`src/x86_isa_pkg.sv`:
```
`default_nettype none

package x86_isa_pkg;

    // Data widths
    typedef logic [7:0]  byte_t;    // Opcodes, immediates, port data
    typedef logic [15:0] word_t;    // Register value
    typedef logic [11:0] flags_t;   // 8086 flags word
    typedef logic [2:0]  reg_idx_t; // Register number, 8086 encoding

    // ALU operations in opcode bits 5:3 order
    typedef enum logic [2:0] {
        ALU_ADD,
        ALU_OR,
        ALU_ADC,
        ALU_SBB,
        ALU_AND,
        ALU_SUB,
        ALU_XOR,
        ALU_CMP
    } alu_op_t;

    // Instruction classes handled by the core
    typedef enum logic [3:0] {
        ALU_RM,         // <alu> r, r
        ALU_ACC_IMM,    // <alu> AL/AX, imm
        MOV_IMM,        // MOV r, imm
        INCDEC,         // INC/DEC r16
        JCC,            // Jcc rel8
        JMP_SHORT,      // JMP rel8
        FLAG_OP,        // CLC, STC, CMC
        LAHF,
        OUT_IMM,        // OUT imm8, AL/AX
        HALT            // HLT and anything unknown
    } instr_class_t;

    // Flag bit positions
    localparam int FLAG_CF = 0;
    localparam int FLAG_PF = 2;
    localparam int FLAG_AF = 4;
    localparam int FLAG_ZF = 6;
    localparam int FLAG_SF = 7;
    localparam int FLAG_OF = 11;

    // Register numbers
    localparam reg_idx_t REG_AX = 3'd0;
    localparam reg_idx_t REG_CX = 3'd1;
    localparam reg_idx_t REG_DX = 3'd2;
    localparam reg_idx_t REG_BX = 3'd3;
    localparam reg_idx_t REG_AH = 3'd4; // Same code as SP in 16-bit form

endpackage

`default_nettype wire

```
`src/x86_core_pkg.sv`:
```
`default_nettype none

package x86_core_pkg;

    typedef logic [15:0] addr_t; // Fetch address, IP only

    // Sequencer states, one cycle each except the port states
    typedef enum logic [2:0] {
        FETCH,
        MODRM,
        IMM_LO,
        IMM_HI,
        EXEC,
        PORT_LO,
        PORT_HI,
        HALTED
    } seq_state_t;

    localparam addr_t RESET_IP = 16'h0000;

endpackage

`default_nettype wire

```
`src/x86_alu.sv`:
```
`timescale 1ns/1ps
`default_nettype none

module x86_alu
    import x86_isa_pkg::*;
(
    input  wire alu_op_t i_op,
    input  wire          i_wide,
    input  wire word_t   i_a,
    input  wire word_t   i_b,
    input  wire flags_t  i_flags,
    output word_t        o_result,
    output flags_t       o_flags
);

    logic [16:0] a_x;   // Operands with room for the carry
    logic [16:0] b_x;
    logic [16:0] res;
    logic        arith; // Low for OR, AND, XOR
    logic        sub_op;
    logic        a_top;
    logic        b_top;
    logic        r_top;
    logic        carry;

    assign a_x = i_wide ? {1'b0, i_a} : {9'h000, i_a[7:0]};
    assign b_x = i_wide ? {1'b0, i_b} : {9'h000, i_b[7:0]};

    always_comb begin
        arith = 1'b1;
        case (i_op)
            ALU_ADD:          res = a_x + b_x;
            ALU_ADC:          res = a_x + b_x + {16'h0000, i_flags[FLAG_CF]};
            ALU_SBB:          res = a_x - b_x - {16'h0000, i_flags[FLAG_CF]};
            ALU_SUB, ALU_CMP: res = a_x - b_x;
            ALU_OR: begin
                res   = a_x | b_x;
                arith = 1'b0;
            end
            ALU_AND: begin
                res   = a_x & b_x;
                arith = 1'b0;
            end
            default: begin
                res   = a_x ^ b_x;
                arith = 1'b0;
            end
        endcase
    end

    // Sign and carry positions depend on the width
    assign sub_op = (i_op == ALU_SUB) || (i_op == ALU_SBB) || (i_op == ALU_CMP);
    assign a_top  = i_wide ? a_x[15] : a_x[7];
    assign b_top  = i_wide ? b_x[15] : b_x[7];
    assign r_top  = i_wide ? res[15] : res[7];
    assign carry  = i_wide ? res[16] : res[8]; // Borrow for subtraction

    assign o_result = i_wide ? res[15:0] : {8'h00, res[7:0]};

    always_comb begin
        o_flags          = i_flags; // Untouched bits pass through
        o_flags[FLAG_CF] = arith & carry;
        o_flags[FLAG_AF] = arith & (a_x[4] ^ b_x[4] ^ res[4]);
        if (sub_op) begin
            o_flags[FLAG_OF] = (a_top ^ b_top) & (a_top ^ r_top);
        end else begin
            o_flags[FLAG_OF] = arith & ~(a_top ^ b_top) & (a_top ^ r_top);
        end
        o_flags[FLAG_SF] = r_top;
        o_flags[FLAG_ZF] = (o_result == 16'h0000);
        o_flags[FLAG_PF] = ~^res[7:0];  // Low byte only
    end

endmodule

`default_nettype wire

```
`src/x86_regfile.sv`:
```
`timescale 1ns/1ps
`default_nettype none

module x86_regfile
    import x86_isa_pkg::*;
(
    input  wire           clock,
    input  wire           i_rst_n,
    // Register write port
    input  wire           i_we,
    input  wire reg_idx_t i_widx,
    input  wire           i_wide,
    input  wire word_t    i_wdata,
    // Flags write port
    input  wire           i_fwe,
    input  wire flags_t   i_fdata,
    output word_t [7:0]   o_regs,
    output flags_t        o_flags
);

    word_t [7:0] regs_q;
    flags_t      flags_q;

    // ----------------------------------------
    // General registers
    // ----------------------------------------
    always_ff @(posedge clock or negedge i_rst_n) begin
        if (!i_rst_n) begin
            regs_q <= '0;
        end else if (i_we) begin
            if (i_wide) begin
                regs_q[i_widx] <= i_wdata;
            end else if (i_widx[2]) begin
                regs_q[i_widx[1:0]][15:8] <= i_wdata[7:0]; // AH, CH, DH, BH
            end else begin
                regs_q[i_widx[1:0]][7:0] <= i_wdata[7:0];  // AL, CL, DL, BL
            end
        end
    end

    // Flags
    always_ff @(posedge clock or negedge i_rst_n) begin
        if (!i_rst_n) begin
            flags_q <= '0;
        end else if (i_fwe) begin
            flags_q <= i_fdata;
        end
    end

    assign o_regs  = regs_q;
    assign o_flags = flags_q;

endmodule

`default_nettype wire

```
`src/x86_opcode_decoder.sv`:
```
`timescale 1ns/1ps
`default_nettype none

module x86_opcode_decoder
    import x86_isa_pkg::*;
(
    input  wire byte_t    i_opcode,
    output instr_class_t  o_class,
    output alu_op_t       o_alu_op,
    output logic          o_wide,
    output logic          o_dir,       // 1: reg field is the destination
    output logic          o_has_modrm,
    output logic [1:0]    o_imm_bytes
);

    always_comb begin
        o_class     = HALT;
        o_alu_op    = alu_op_t'(i_opcode[5:3]);
        o_wide      = i_opcode[0];
        o_dir       = i_opcode[1];
        o_has_modrm = 1'b0;
        o_imm_bytes = 2'd0;

        casez (i_opcode)
            8'b00???0??: begin
                o_class     = ALU_RM;
                o_has_modrm = 1'b1;
            end
            8'b00???10?: begin
                o_class     = ALU_ACC_IMM;
                o_imm_bytes = i_opcode[0] ? 2'd2 : 2'd1;
            end
            8'b0100????: begin
                o_class  = INCDEC;
                o_alu_op = i_opcode[3] ? ALU_SUB : ALU_ADD;
                o_wide   = 1'b1; // Always r16
            end
            8'b0111????: begin
                o_class     = JCC;
                o_imm_bytes = 2'd1;
            end
            8'b1011????: begin
                o_class     = MOV_IMM;
                o_wide      = i_opcode[3];
                o_imm_bytes = i_opcode[3] ? 2'd2 : 2'd1;
            end
            8'b11101011: begin
                o_class     = JMP_SHORT;
                o_imm_bytes = 2'd1;
            end
            8'b1110011?: begin
                o_class     = OUT_IMM;
                o_imm_bytes = 2'd1; // Port number
            end
            8'b1111100?, 8'b11110101: o_class = FLAG_OP; // CLC, STC, CMC
            8'b10011111:              o_class = LAHF;
            default:                  o_class = HALT;
        endcase
    end

endmodule

`default_nettype wire

```
`src/x86_sequencer.sv`:
```
`timescale 1ns/1ps
`default_nettype none

module x86_sequencer
    import x86_isa_pkg::*;
    import x86_core_pkg::*;
(
    input  wire               clock,
    input  wire               i_rst_n,
    // Instruction memory
    input  wire byte_t        i_mem_data,
    output addr_t             o_mem_addr,
    // Decoder
    output byte_t             o_opcode,
    input  wire instr_class_t i_class,
    input  wire alu_op_t      i_alu_op,
    input  wire               i_wide,
    input  wire               i_dir,
    input  wire               i_has_modrm,
    input  wire [1:0]         i_imm_bytes,
    // ALU
    output alu_op_t           o_alu_op,
    output logic              o_alu_wide,
    output word_t             o_alu_a,
    output word_t             o_alu_b,
    input  wire word_t        i_alu_result,
    input  wire flags_t       i_alu_flags,
    // Register file
    input  wire word_t [7:0]  i_regs,
    input  wire flags_t       i_flags,
    output logic              o_we,
    output reg_idx_t          o_widx,
    output logic              o_wide,
    output word_t             o_wdata,
    output logic              o_fwe,
    output flags_t            o_fdata,
    // Port output
    output logic              o_port_valid,
    output byte_t             o_port_addr,
    output byte_t             o_port_data,
    input  wire               i_port_ready,
    output logic              o_halted
);

    seq_state_t   state;
    addr_t        ip;
    byte_t        opcode_q;
    instr_class_t cls_q;
    alu_op_t      alu_op_q;
    logic         wide_q;
    logic         dir_q;
    logic [1:0]   imm_bytes_q;
    reg_idx_t     dst_q;
    word_t        op_a;
    word_t        op_b;
    word_t        imm_q;   // Sign-extended after IMM_LO
    logic [7:0]   jcc_cond;
    logic         jcc_taken;

    // 8-bit index 4..7 selects the high byte of AX..BX
    function automatic word_t read_reg(input reg_idx_t idx, input logic wide);
        if (wide) begin
            return i_regs[idx];
        end
        return idx[2] ? {8'h00, i_regs[idx[1:0]][15:8]} : {8'h00, i_regs[idx[1:0]][7:0]};
    endfunction

    // ----------------------------------------
    // State and IP
    // ----------------------------------------
    always_ff @(posedge clock or negedge i_rst_n) begin
        if (!i_rst_n) begin
            state <= FETCH;
            ip    <= RESET_IP;
        end else begin
            case (state)
                FETCH: begin
                    ip <= ip + 1'b1;
                    if (i_class == HALT) begin
                        state <= HALTED;
                    end else if (i_has_modrm) begin
                        state <= MODRM;
                    end else if (i_imm_bytes != 2'd0) begin
                        state <= IMM_LO;
                    end else begin
                        state <= EXEC;
                    end
                end
                MODRM: begin
                    ip    <= ip + 1'b1;
                    state <= EXEC;
                end
                IMM_LO: begin
                    ip    <= ip + 1'b1;
                    state <= (imm_bytes_q == 2'd2) ? IMM_HI : EXEC;
                end
                IMM_HI: begin
                    ip    <= ip + 1'b1;
                    state <= EXEC;
                end
                EXEC: begin
                    state <= (cls_q == OUT_IMM) ? PORT_LO : FETCH;
                    if (cls_q == JMP_SHORT || (cls_q == JCC && jcc_taken)) begin
                        ip <= ip + imm_q; // IP already past the displacement
                    end
                end
                PORT_LO: if (i_port_ready) state <= wide_q ? PORT_HI : FETCH;
                PORT_HI: if (i_port_ready) state <= FETCH;
                default: state <= HALTED;  // Held until reset
            endcase
        end
    end

    // Decode fields, operands and immediate
    always_ff @(posedge clock) begin
        case (state)
            FETCH: begin
                opcode_q    <= i_mem_data;
                cls_q       <= i_class;
                alu_op_q    <= i_alu_op;
                wide_q      <= i_wide;
                dir_q       <= i_dir;
                imm_bytes_q <= i_imm_bytes;
                dst_q       <= (i_class == ALU_ACC_IMM) ? REG_AX : i_mem_data[2:0];
                op_a        <= read_reg((i_class == ALU_ACC_IMM) ? REG_AX : i_mem_data[2:0],
                                        i_wide);
                op_b        <= 16'h0001; // INC/DEC step
            end
            MODRM: begin
                dst_q <= dir_q ? i_mem_data[5:3] : i_mem_data[2:0];
                op_a  <= read_reg(dir_q ? i_mem_data[5:3] : i_mem_data[2:0], wide_q);
                op_b  <= read_reg(dir_q ? i_mem_data[2:0] : i_mem_data[5:3], wide_q);
            end
            IMM_LO: imm_q <= {{8{i_mem_data[7]}}, i_mem_data};
            IMM_HI: imm_q[15:8] <= i_mem_data;
            EXEC:   if (cls_q == OUT_IMM) op_a <= i_regs[REG_AX];
            default: ;
        endcase
    end

    // Jcc conditions by opcode bits 3:1, bit 0 inverts
    assign jcc_cond = {
        (i_flags[FLAG_SF] ^ i_flags[FLAG_OF]) | i_flags[FLAG_ZF], // JLE
        i_flags[FLAG_SF] ^ i_flags[FLAG_OF],                      // JL
        i_flags[FLAG_PF],
        i_flags[FLAG_SF],
        i_flags[FLAG_CF] | i_flags[FLAG_ZF],                      // JBE
        i_flags[FLAG_ZF],
        i_flags[FLAG_CF],
        i_flags[FLAG_OF]
    };
    assign jcc_taken = jcc_cond[opcode_q[3:1]] ^ opcode_q[0];

    // ----------------------------------------
    // Writeback in EXEC
    // ----------------------------------------
    always_comb begin
        o_we    = 1'b0;
        o_widx  = dst_q;
        o_wide  = wide_q;
        o_wdata = i_alu_result;
        o_fwe   = 1'b0;
        o_fdata = i_alu_flags;
        if (state == EXEC) begin
            case (cls_q)
                ALU_RM, ALU_ACC_IMM: begin
                    o_we  = (alu_op_q != ALU_CMP); // CMP sets flags only
                    o_fwe = 1'b1;
                end
                INCDEC: begin
                    o_we             = 1'b1;
                    o_fwe            = 1'b1;
                    o_fdata[FLAG_CF] = i_flags[FLAG_CF];
                end
                MOV_IMM: begin
                    o_we    = 1'b1;
                    o_wdata = imm_q;
                end
                FLAG_OP: begin
                    o_fwe            = 1'b1;
                    o_fdata          = i_flags;
                    o_fdata[FLAG_CF] = opcode_q[3] ? opcode_q[0] : ~i_flags[FLAG_CF];
                end
                LAHF: begin
                    o_we    = 1'b1;
                    o_widx  = REG_AH;
                    o_wide  = 1'b0;
                    o_wdata = {8'h00, i_flags[7:2], 1'b1, i_flags[0]};
                end
                default: ;
            endcase
        end
    end

    assign o_mem_addr = ip;
    assign o_opcode   = i_mem_data; // Only sampled in FETCH

    assign o_alu_op   = alu_op_q;
    assign o_alu_wide = wide_q;
    assign o_alu_a    = op_a;
    assign o_alu_b    = (cls_q == ALU_ACC_IMM) ? imm_q : op_b;

    // AX held in op_a during the port states
    assign o_port_valid = (state == PORT_LO) || (state == PORT_HI);
    assign o_port_addr  = imm_q[7:0];
    assign o_port_data  = (state == PORT_HI) ? op_a[15:8] : op_a[7:0];
    assign o_halted     = (state == HALTED);

endmodule

`default_nettype wire

```
`src/x86_core.sv`:
```
`timescale 1ns/1ps
`default_nettype none

module x86_core
    import x86_isa_pkg::*;
    import x86_core_pkg::*;
(
    input  wire        clock,
    input  wire        i_rst_n,
    input  wire byte_t i_mem_data,
    output addr_t      o_mem_addr,
    output logic       o_port_valid,
    output byte_t      o_port_addr,
    output byte_t      o_port_data,
    input  wire        i_port_ready,
    output logic       o_halted
);

    // Decode
    byte_t        opcode;
    instr_class_t dec_class;
    alu_op_t      dec_alu_op;
    logic         dec_wide;
    logic         dec_dir;
    logic         dec_has_modrm;
    logic [1:0]   dec_imm_bytes;

    // ALU
    alu_op_t      alu_op;
    logic         alu_wide;
    word_t        alu_a;
    word_t        alu_b;
    word_t        alu_result;
    flags_t       alu_flags;

    // Register file
    word_t [7:0]  regs;
    flags_t       flags;
    logic         rf_we;
    reg_idx_t     rf_widx;
    logic         rf_wide;
    word_t        rf_wdata;
    logic         rf_fwe;
    flags_t       rf_fdata;

    x86_opcode_decoder u_decoder (
        .i_opcode    (opcode),
        .o_class     (dec_class),
        .o_alu_op    (dec_alu_op),
        .o_wide      (dec_wide),
        .o_dir       (dec_dir),
        .o_has_modrm (dec_has_modrm),
        .o_imm_bytes (dec_imm_bytes)
    );

    x86_sequencer u_sequencer (
        .clock        (clock),
        .i_rst_n      (i_rst_n),
        .i_mem_data   (i_mem_data),
        .o_mem_addr   (o_mem_addr),
        .o_opcode     (opcode),
        .i_class      (dec_class),
        .i_alu_op     (dec_alu_op),
        .i_wide       (dec_wide),
        .i_dir        (dec_dir),
        .i_has_modrm  (dec_has_modrm),
        .i_imm_bytes  (dec_imm_bytes),
        .o_alu_op     (alu_op),
        .o_alu_wide   (alu_wide),
        .o_alu_a      (alu_a),
        .o_alu_b      (alu_b),
        .i_alu_result (alu_result),
        .i_alu_flags  (alu_flags),
        .i_regs       (regs),
        .i_flags      (flags),
        .o_we         (rf_we),
        .o_widx       (rf_widx),
        .o_wide       (rf_wide),
        .o_wdata      (rf_wdata),
        .o_fwe        (rf_fwe),
        .o_fdata      (rf_fdata),
        .o_port_valid (o_port_valid),
        .o_port_addr  (o_port_addr),
        .o_port_data  (o_port_data),
        .i_port_ready (i_port_ready),
        .o_halted     (o_halted)
    );

    x86_alu u_alu (
        .i_op     (alu_op),
        .i_wide   (alu_wide),
        .i_a      (alu_a),
        .i_b      (alu_b),
        .i_flags  (flags), // Carry-in for ADC and SBB
        .o_result (alu_result),
        .o_flags  (alu_flags)
    );

    x86_regfile u_regfile (
        .clock   (clock),
        .i_rst_n (i_rst_n),
        .i_we    (rf_we),
        .i_widx  (rf_widx),
        .i_wide  (rf_wide),
        .i_wdata (rf_wdata),
        .i_fwe   (rf_fwe),
        .i_fdata (rf_fdata),
        .o_regs  (regs),
        .o_flags (flags)
    );

endmodule

`default_nettype wire

```
`config.mk`:
```
export PLATFORM = sky130hd
export DESIGN_NAME = x86_core
export DESIGN_NICKNAME = d
export VERILOG_FILES = /design/src/x86_isa_pkg.sv /design/src/x86_core_pkg.sv /design/src/x86_alu.sv /design/src/x86_regfile.sv /design/src/x86_opcode_decoder.sv /design/src/x86_sequencer.sv /design/src/x86_core.sv
export SDC_FILE = /design/constraint.sdc
export NUM_CORES = 1
export LEC_CHECK = 0
export BUFFER_PORTS_ARGS = -buffer_cell sky130_fd_sc_hd__clkbuf_2
export CORE_MARGIN = 4
export CORE_UTILIZATION = 40
export CTS_CLUSTER_SIZE = 28
export DETAILED_ROUTE_END_ITERATION = 12
export PLACE_DENSITY_LB_ADDON = 0.1
export SYNTH_ARGS = -nofsm -noshare
export SYNTH_HDL_FRONTEND = slang
export SYNTH_SLANG_ARGS = --single-unit
```
`constraint.sdc`:
```
create_clock -name clock -period 9.52 [get_ports clock]
set_input_delay 1.904 -clock clock [delete_from_list [all_inputs] [get_ports clock]]
set_output_delay 1.904 -clock clock [all_outputs]
set_load 0.02 [all_outputs]
```
==> qor.csv <==
stage,metric,value,unit
yosys,synth_edf_count,64,
place,place_congestion,0.936,
clocking,cts_htree_levels,1,
hold_path,holdPathStages,2,
grt,grt_use_total,0.264,
drt,firstDrtPassIters,6,
setup_path,crit_path_end_kind,register,
drt,vias_per_cell,6.21,
drt,post_drt_wl_per_cell,24.9,um
grt,grt_util_met2,0.426,
clocking,clk_latency,0.58,ns
grt,grt_pass1_wl,96.3,mm
sta,whs,0.510,ns
final_layout,seq_area,5750,um2
sta,worst_pin_slew,1.24,ns
yosys,yosys_warnings,0,
setup_path,cp_max_fo,17,
clocking,cts_resized,0,
pwr,switching_share,0.248,
yosys,avgSynthCellArea,8.87,um2
sta,rsz0062_at_grt,no,
hold_path,worstHoldPathType,reg -> reg,
yosys,async_flop_share,0.705,
grt,met3_usage,0.0440,
place,dpl_worst_slack,3.68,ns
drt,routed_wl,63.4,mm
pwr,p_total,0.00210,W
final_layout,syn2layout_area_growth,8.84,%
sta,min_period_over_period,0.622,
drt,drc,0,
clocking,cts_buffers,27,
setup_path,ff2ff_path_depth,17,
pwr,power.share.clock,0.481,
pwr,max-vdd-ir-drop,0.137,mV
floorplan,io_pins,45,
sta,fin_setup_tns,0,ns
final_layout,drive_above_1_share,0.148,
yosys,synth_top_flop_cell,dfrtp_1,
sta,clock.fmax,169,MHz
final_layout,nFillCells,4277,
place,dpl.hpwl,44.8,mm
final_layout,multi_input_area,11000,um2
clocking,cts_root_buffer,clkbuf_16,
pwr,pwr-share-seq,0.457,
yosys,synth_cells,1980,
pwr,switching_power,0.000521,W
job,drv_cap,0,
drt,ant_nets,0,
place,portBuffers,44,
yosys,syn_nets,2069,
grt,top_usage_layer,met2,
yosys,yosysSeqAreaShare,0.327,
sta,skew,0.0271,ns
setup_path,crit_type,reg -> reg,
grt,grt_pass1_vias,15335,
yosys,yosys.area.top_type,dfrtp_1,
pwr,power_density,110,nW/um2
clocking,postCtsSetupBuffers,0,
yosys,yosysTopAreaCellShare,0.218,
clocking,clock_sinks,217,
place,placed_cells,2501,
floorplan,die_area,47300,um2
final_layout,nets,2034,
yosys,syn_area,17600,um2
setup_path,cp.arrival,6.32,ns
floorplan,start_util,0.406,
drt,vias,15859,
sta,fin_crit,5.92,ns
clocking,clkSlewWorstSetupHoldPaths,0.06,ns
yosys,synth_seq_cells,217,
sta,setup_slack,3.60,ns
setup_path,critPathLaunchType,register,
floorplan,rows,76,
grt,met1_usage,0.349,
clocking,postCtsHoldBufs,0,
yosys,synthDistinctLibCells,92,
pwr,p_leak,7.81,nW
clocking,clockBufferDepth,3,
sta,finalSetupViolations,0,
floorplan,die_y,218,um
pwr,intPower,0.00158,W
grt,grt.overflow.total,0,
grt,grt_max_degree,80,
outcome,status,finished clean,
clocking,tritoncts,built,
yosys,yosys-top-cells-area,"dfrtp_1 (22%), edfxtp_1 (11%), mux4_2 (8.2%)",
floorplan,die_x,218,um
setup_path,cp_data_required_time,9.92,ns
sta,max_slew_margin,0.176,
drt,dr.first_iter.drc_count,1644,
grt,antenna_found_initial,0,
final_layout,final_cells,2552,
sta,hold_violations,0,
floorplan,coreArea,43300,um2
sta,maxSlewViolCount,0,
pwr,power_frac_comb,0.062,
## cell families (layout without fill, tap and decap cells)
| kind of cell | Yosys count | in the layout | share of synthesized area |
|---|---|---|---|
| compound gates | 555 | 555 | 0.212 |
| xor+xnor | 48 | 48 | 0.0239 |
| fa+ha+maj | 78 | 78 | 0.0568 |
| buf+inv | 220 | 206 | 0.0521 |
| flops | 217 | 217 | 0.327 |
| mux | 169 | 169 | 0.146 |
| other cells | 0 | 1 | 0 |
| simple gates | 693 | 693 | 0.183 |
## state kept, by name, summed over array words and instances (netlist names)
register,flops
u_sequencer.dst_q,3
u_sequencer.opcode_q,3
u_sequencer.o_mem_addr,16
u_sequencer.imm_bytes_q,2
u_sequencer.o_alu_wide,1
u_regfile.o_regs,128
u_sequencer.cls_q,4
u_sequencer.state,3
u_sequencer.o_alu_a,16
u_regfile.o_flags,6
u_sequencer.imm_q,16
u_sequencer.op_b,16
u_sequencer.o_alu_op,3
## power groups by stage
stage / sequential (W) / combinational, W / clock, W
after floorplan: 0.000978 / 0.0000763 / 0
after global placement: 0.000978 / 0.000131 / 0
after detailed placement: 0.000978 / 0.000131 / 0
after CTS: 0.000960 / 0.000132 / 0.00103
after global routing: 0.000960 / 0.000143 / 0.00107
final: 0.000960 / 0.000131 / 0.00101
## critical path, stage by stage, from the launching register on
cell	delay, ns
edfxtp_1	0.50
nor2_1	0.22
nand3b_1	0.48
nand2_1	0.22
nand2_1	0.11
inv_1	0.09
ha_1	0.43
or3b_2	0.55
o211ai_1	0.11
a211oi_1	0.12
nor4_2	0.69
nand4_1	0.34
nor4_1	0.46
xor2_1	0.13
a2bb2oi_1	0.17
a21oi_1	0.14
a22oi_1	0.76
o21ai_0	0.21
## per-stage QoR
step                      area, um2   util
after detailed placement      18300  0.422
after CTS                     19100  0.442
final                         19100  0.442
after floorplan               17600      -
after global placement        18300  0.422
after global routing          19100  0.442
## layout by cell type, fill, tap and decap left out, types with 14 or more instances in the layout
cell type	instances
nand3_1	31
nor2b_1	21
mux2_2	53
nand2b_1	14
inv_1	72
o211ai_1	18
nor3_1	29
mux2i_1	48
a221oi_1	14
nand2_1	319
buf_4	38
a21oi_1	105
clkbuf_2	43
ha_1	75
clkbuf_16	27
nand3b_1	17
and2_1	41
a22oi_1	19
mux4_2	64
xnor2_1	34
nor2_1	133
xor2_1	14
a211oi_1	36
a221o_1	17
o22ai_1	24
o21ai_0	152
dfrtp_1	153
edfxtp_1	64
## routing by layer
layer,share of wire,wire length [um]
met5,0,0
met4,0.052,3300
met3,0.072,4570
met2,0.46,28900
met1,0.42,26700
## worst paths after layout
kind / start / end / slack [ns]
max: u_sequencer.cls_q[2] / u_regfile.o_regs[78] / 3.60
min: u_regfile.o_flags[4] / u_regfile.o_flags[4] / 0.51
max reg2reg: u_sequencer.cls_q[2] / u_regfile.o_regs[78] / 3.60
min reg2reg: u_regfile.o_flags[4] / u_regfile.o_flags[4] / 0.51
max in group asynchronous: i_rst_n / u_regfile.o_regs[122] / 6.65
min in group asynchronous: i_rst_n / u_regfile.o_regs[71] / 1.38
## synth_stat cells, types with 41 or more instances
cell,instances
nor2_1,136
edfxtp_1,64
dfrtp_1,153
inv_1,72
mux2_2,53
ha_1,75
o21ai_0,153
and2_1,41
nand2_1,319
a21oi_1,105
mux4_2,64
mux2i_1,52
clkbuf_1,116
## cell type report
| type | instances | share of cell area |
|---|---|---|
| multi-input cells | 1543 | 0.575 |
| flip-flops and latches | 217 | 0.301 |
| clock buffers | 38 | 0.0396 |
| well taps | 585 | 0.0383 |
| repair buffers | 82 | 0.0268 |
| inverters | 74 | 0.0145 |
| clock inverters | 12 | 0.00543 |
| diodes | 1 | 0.000131 |
No activity file was read; power rests on OpenSTA's default activity.
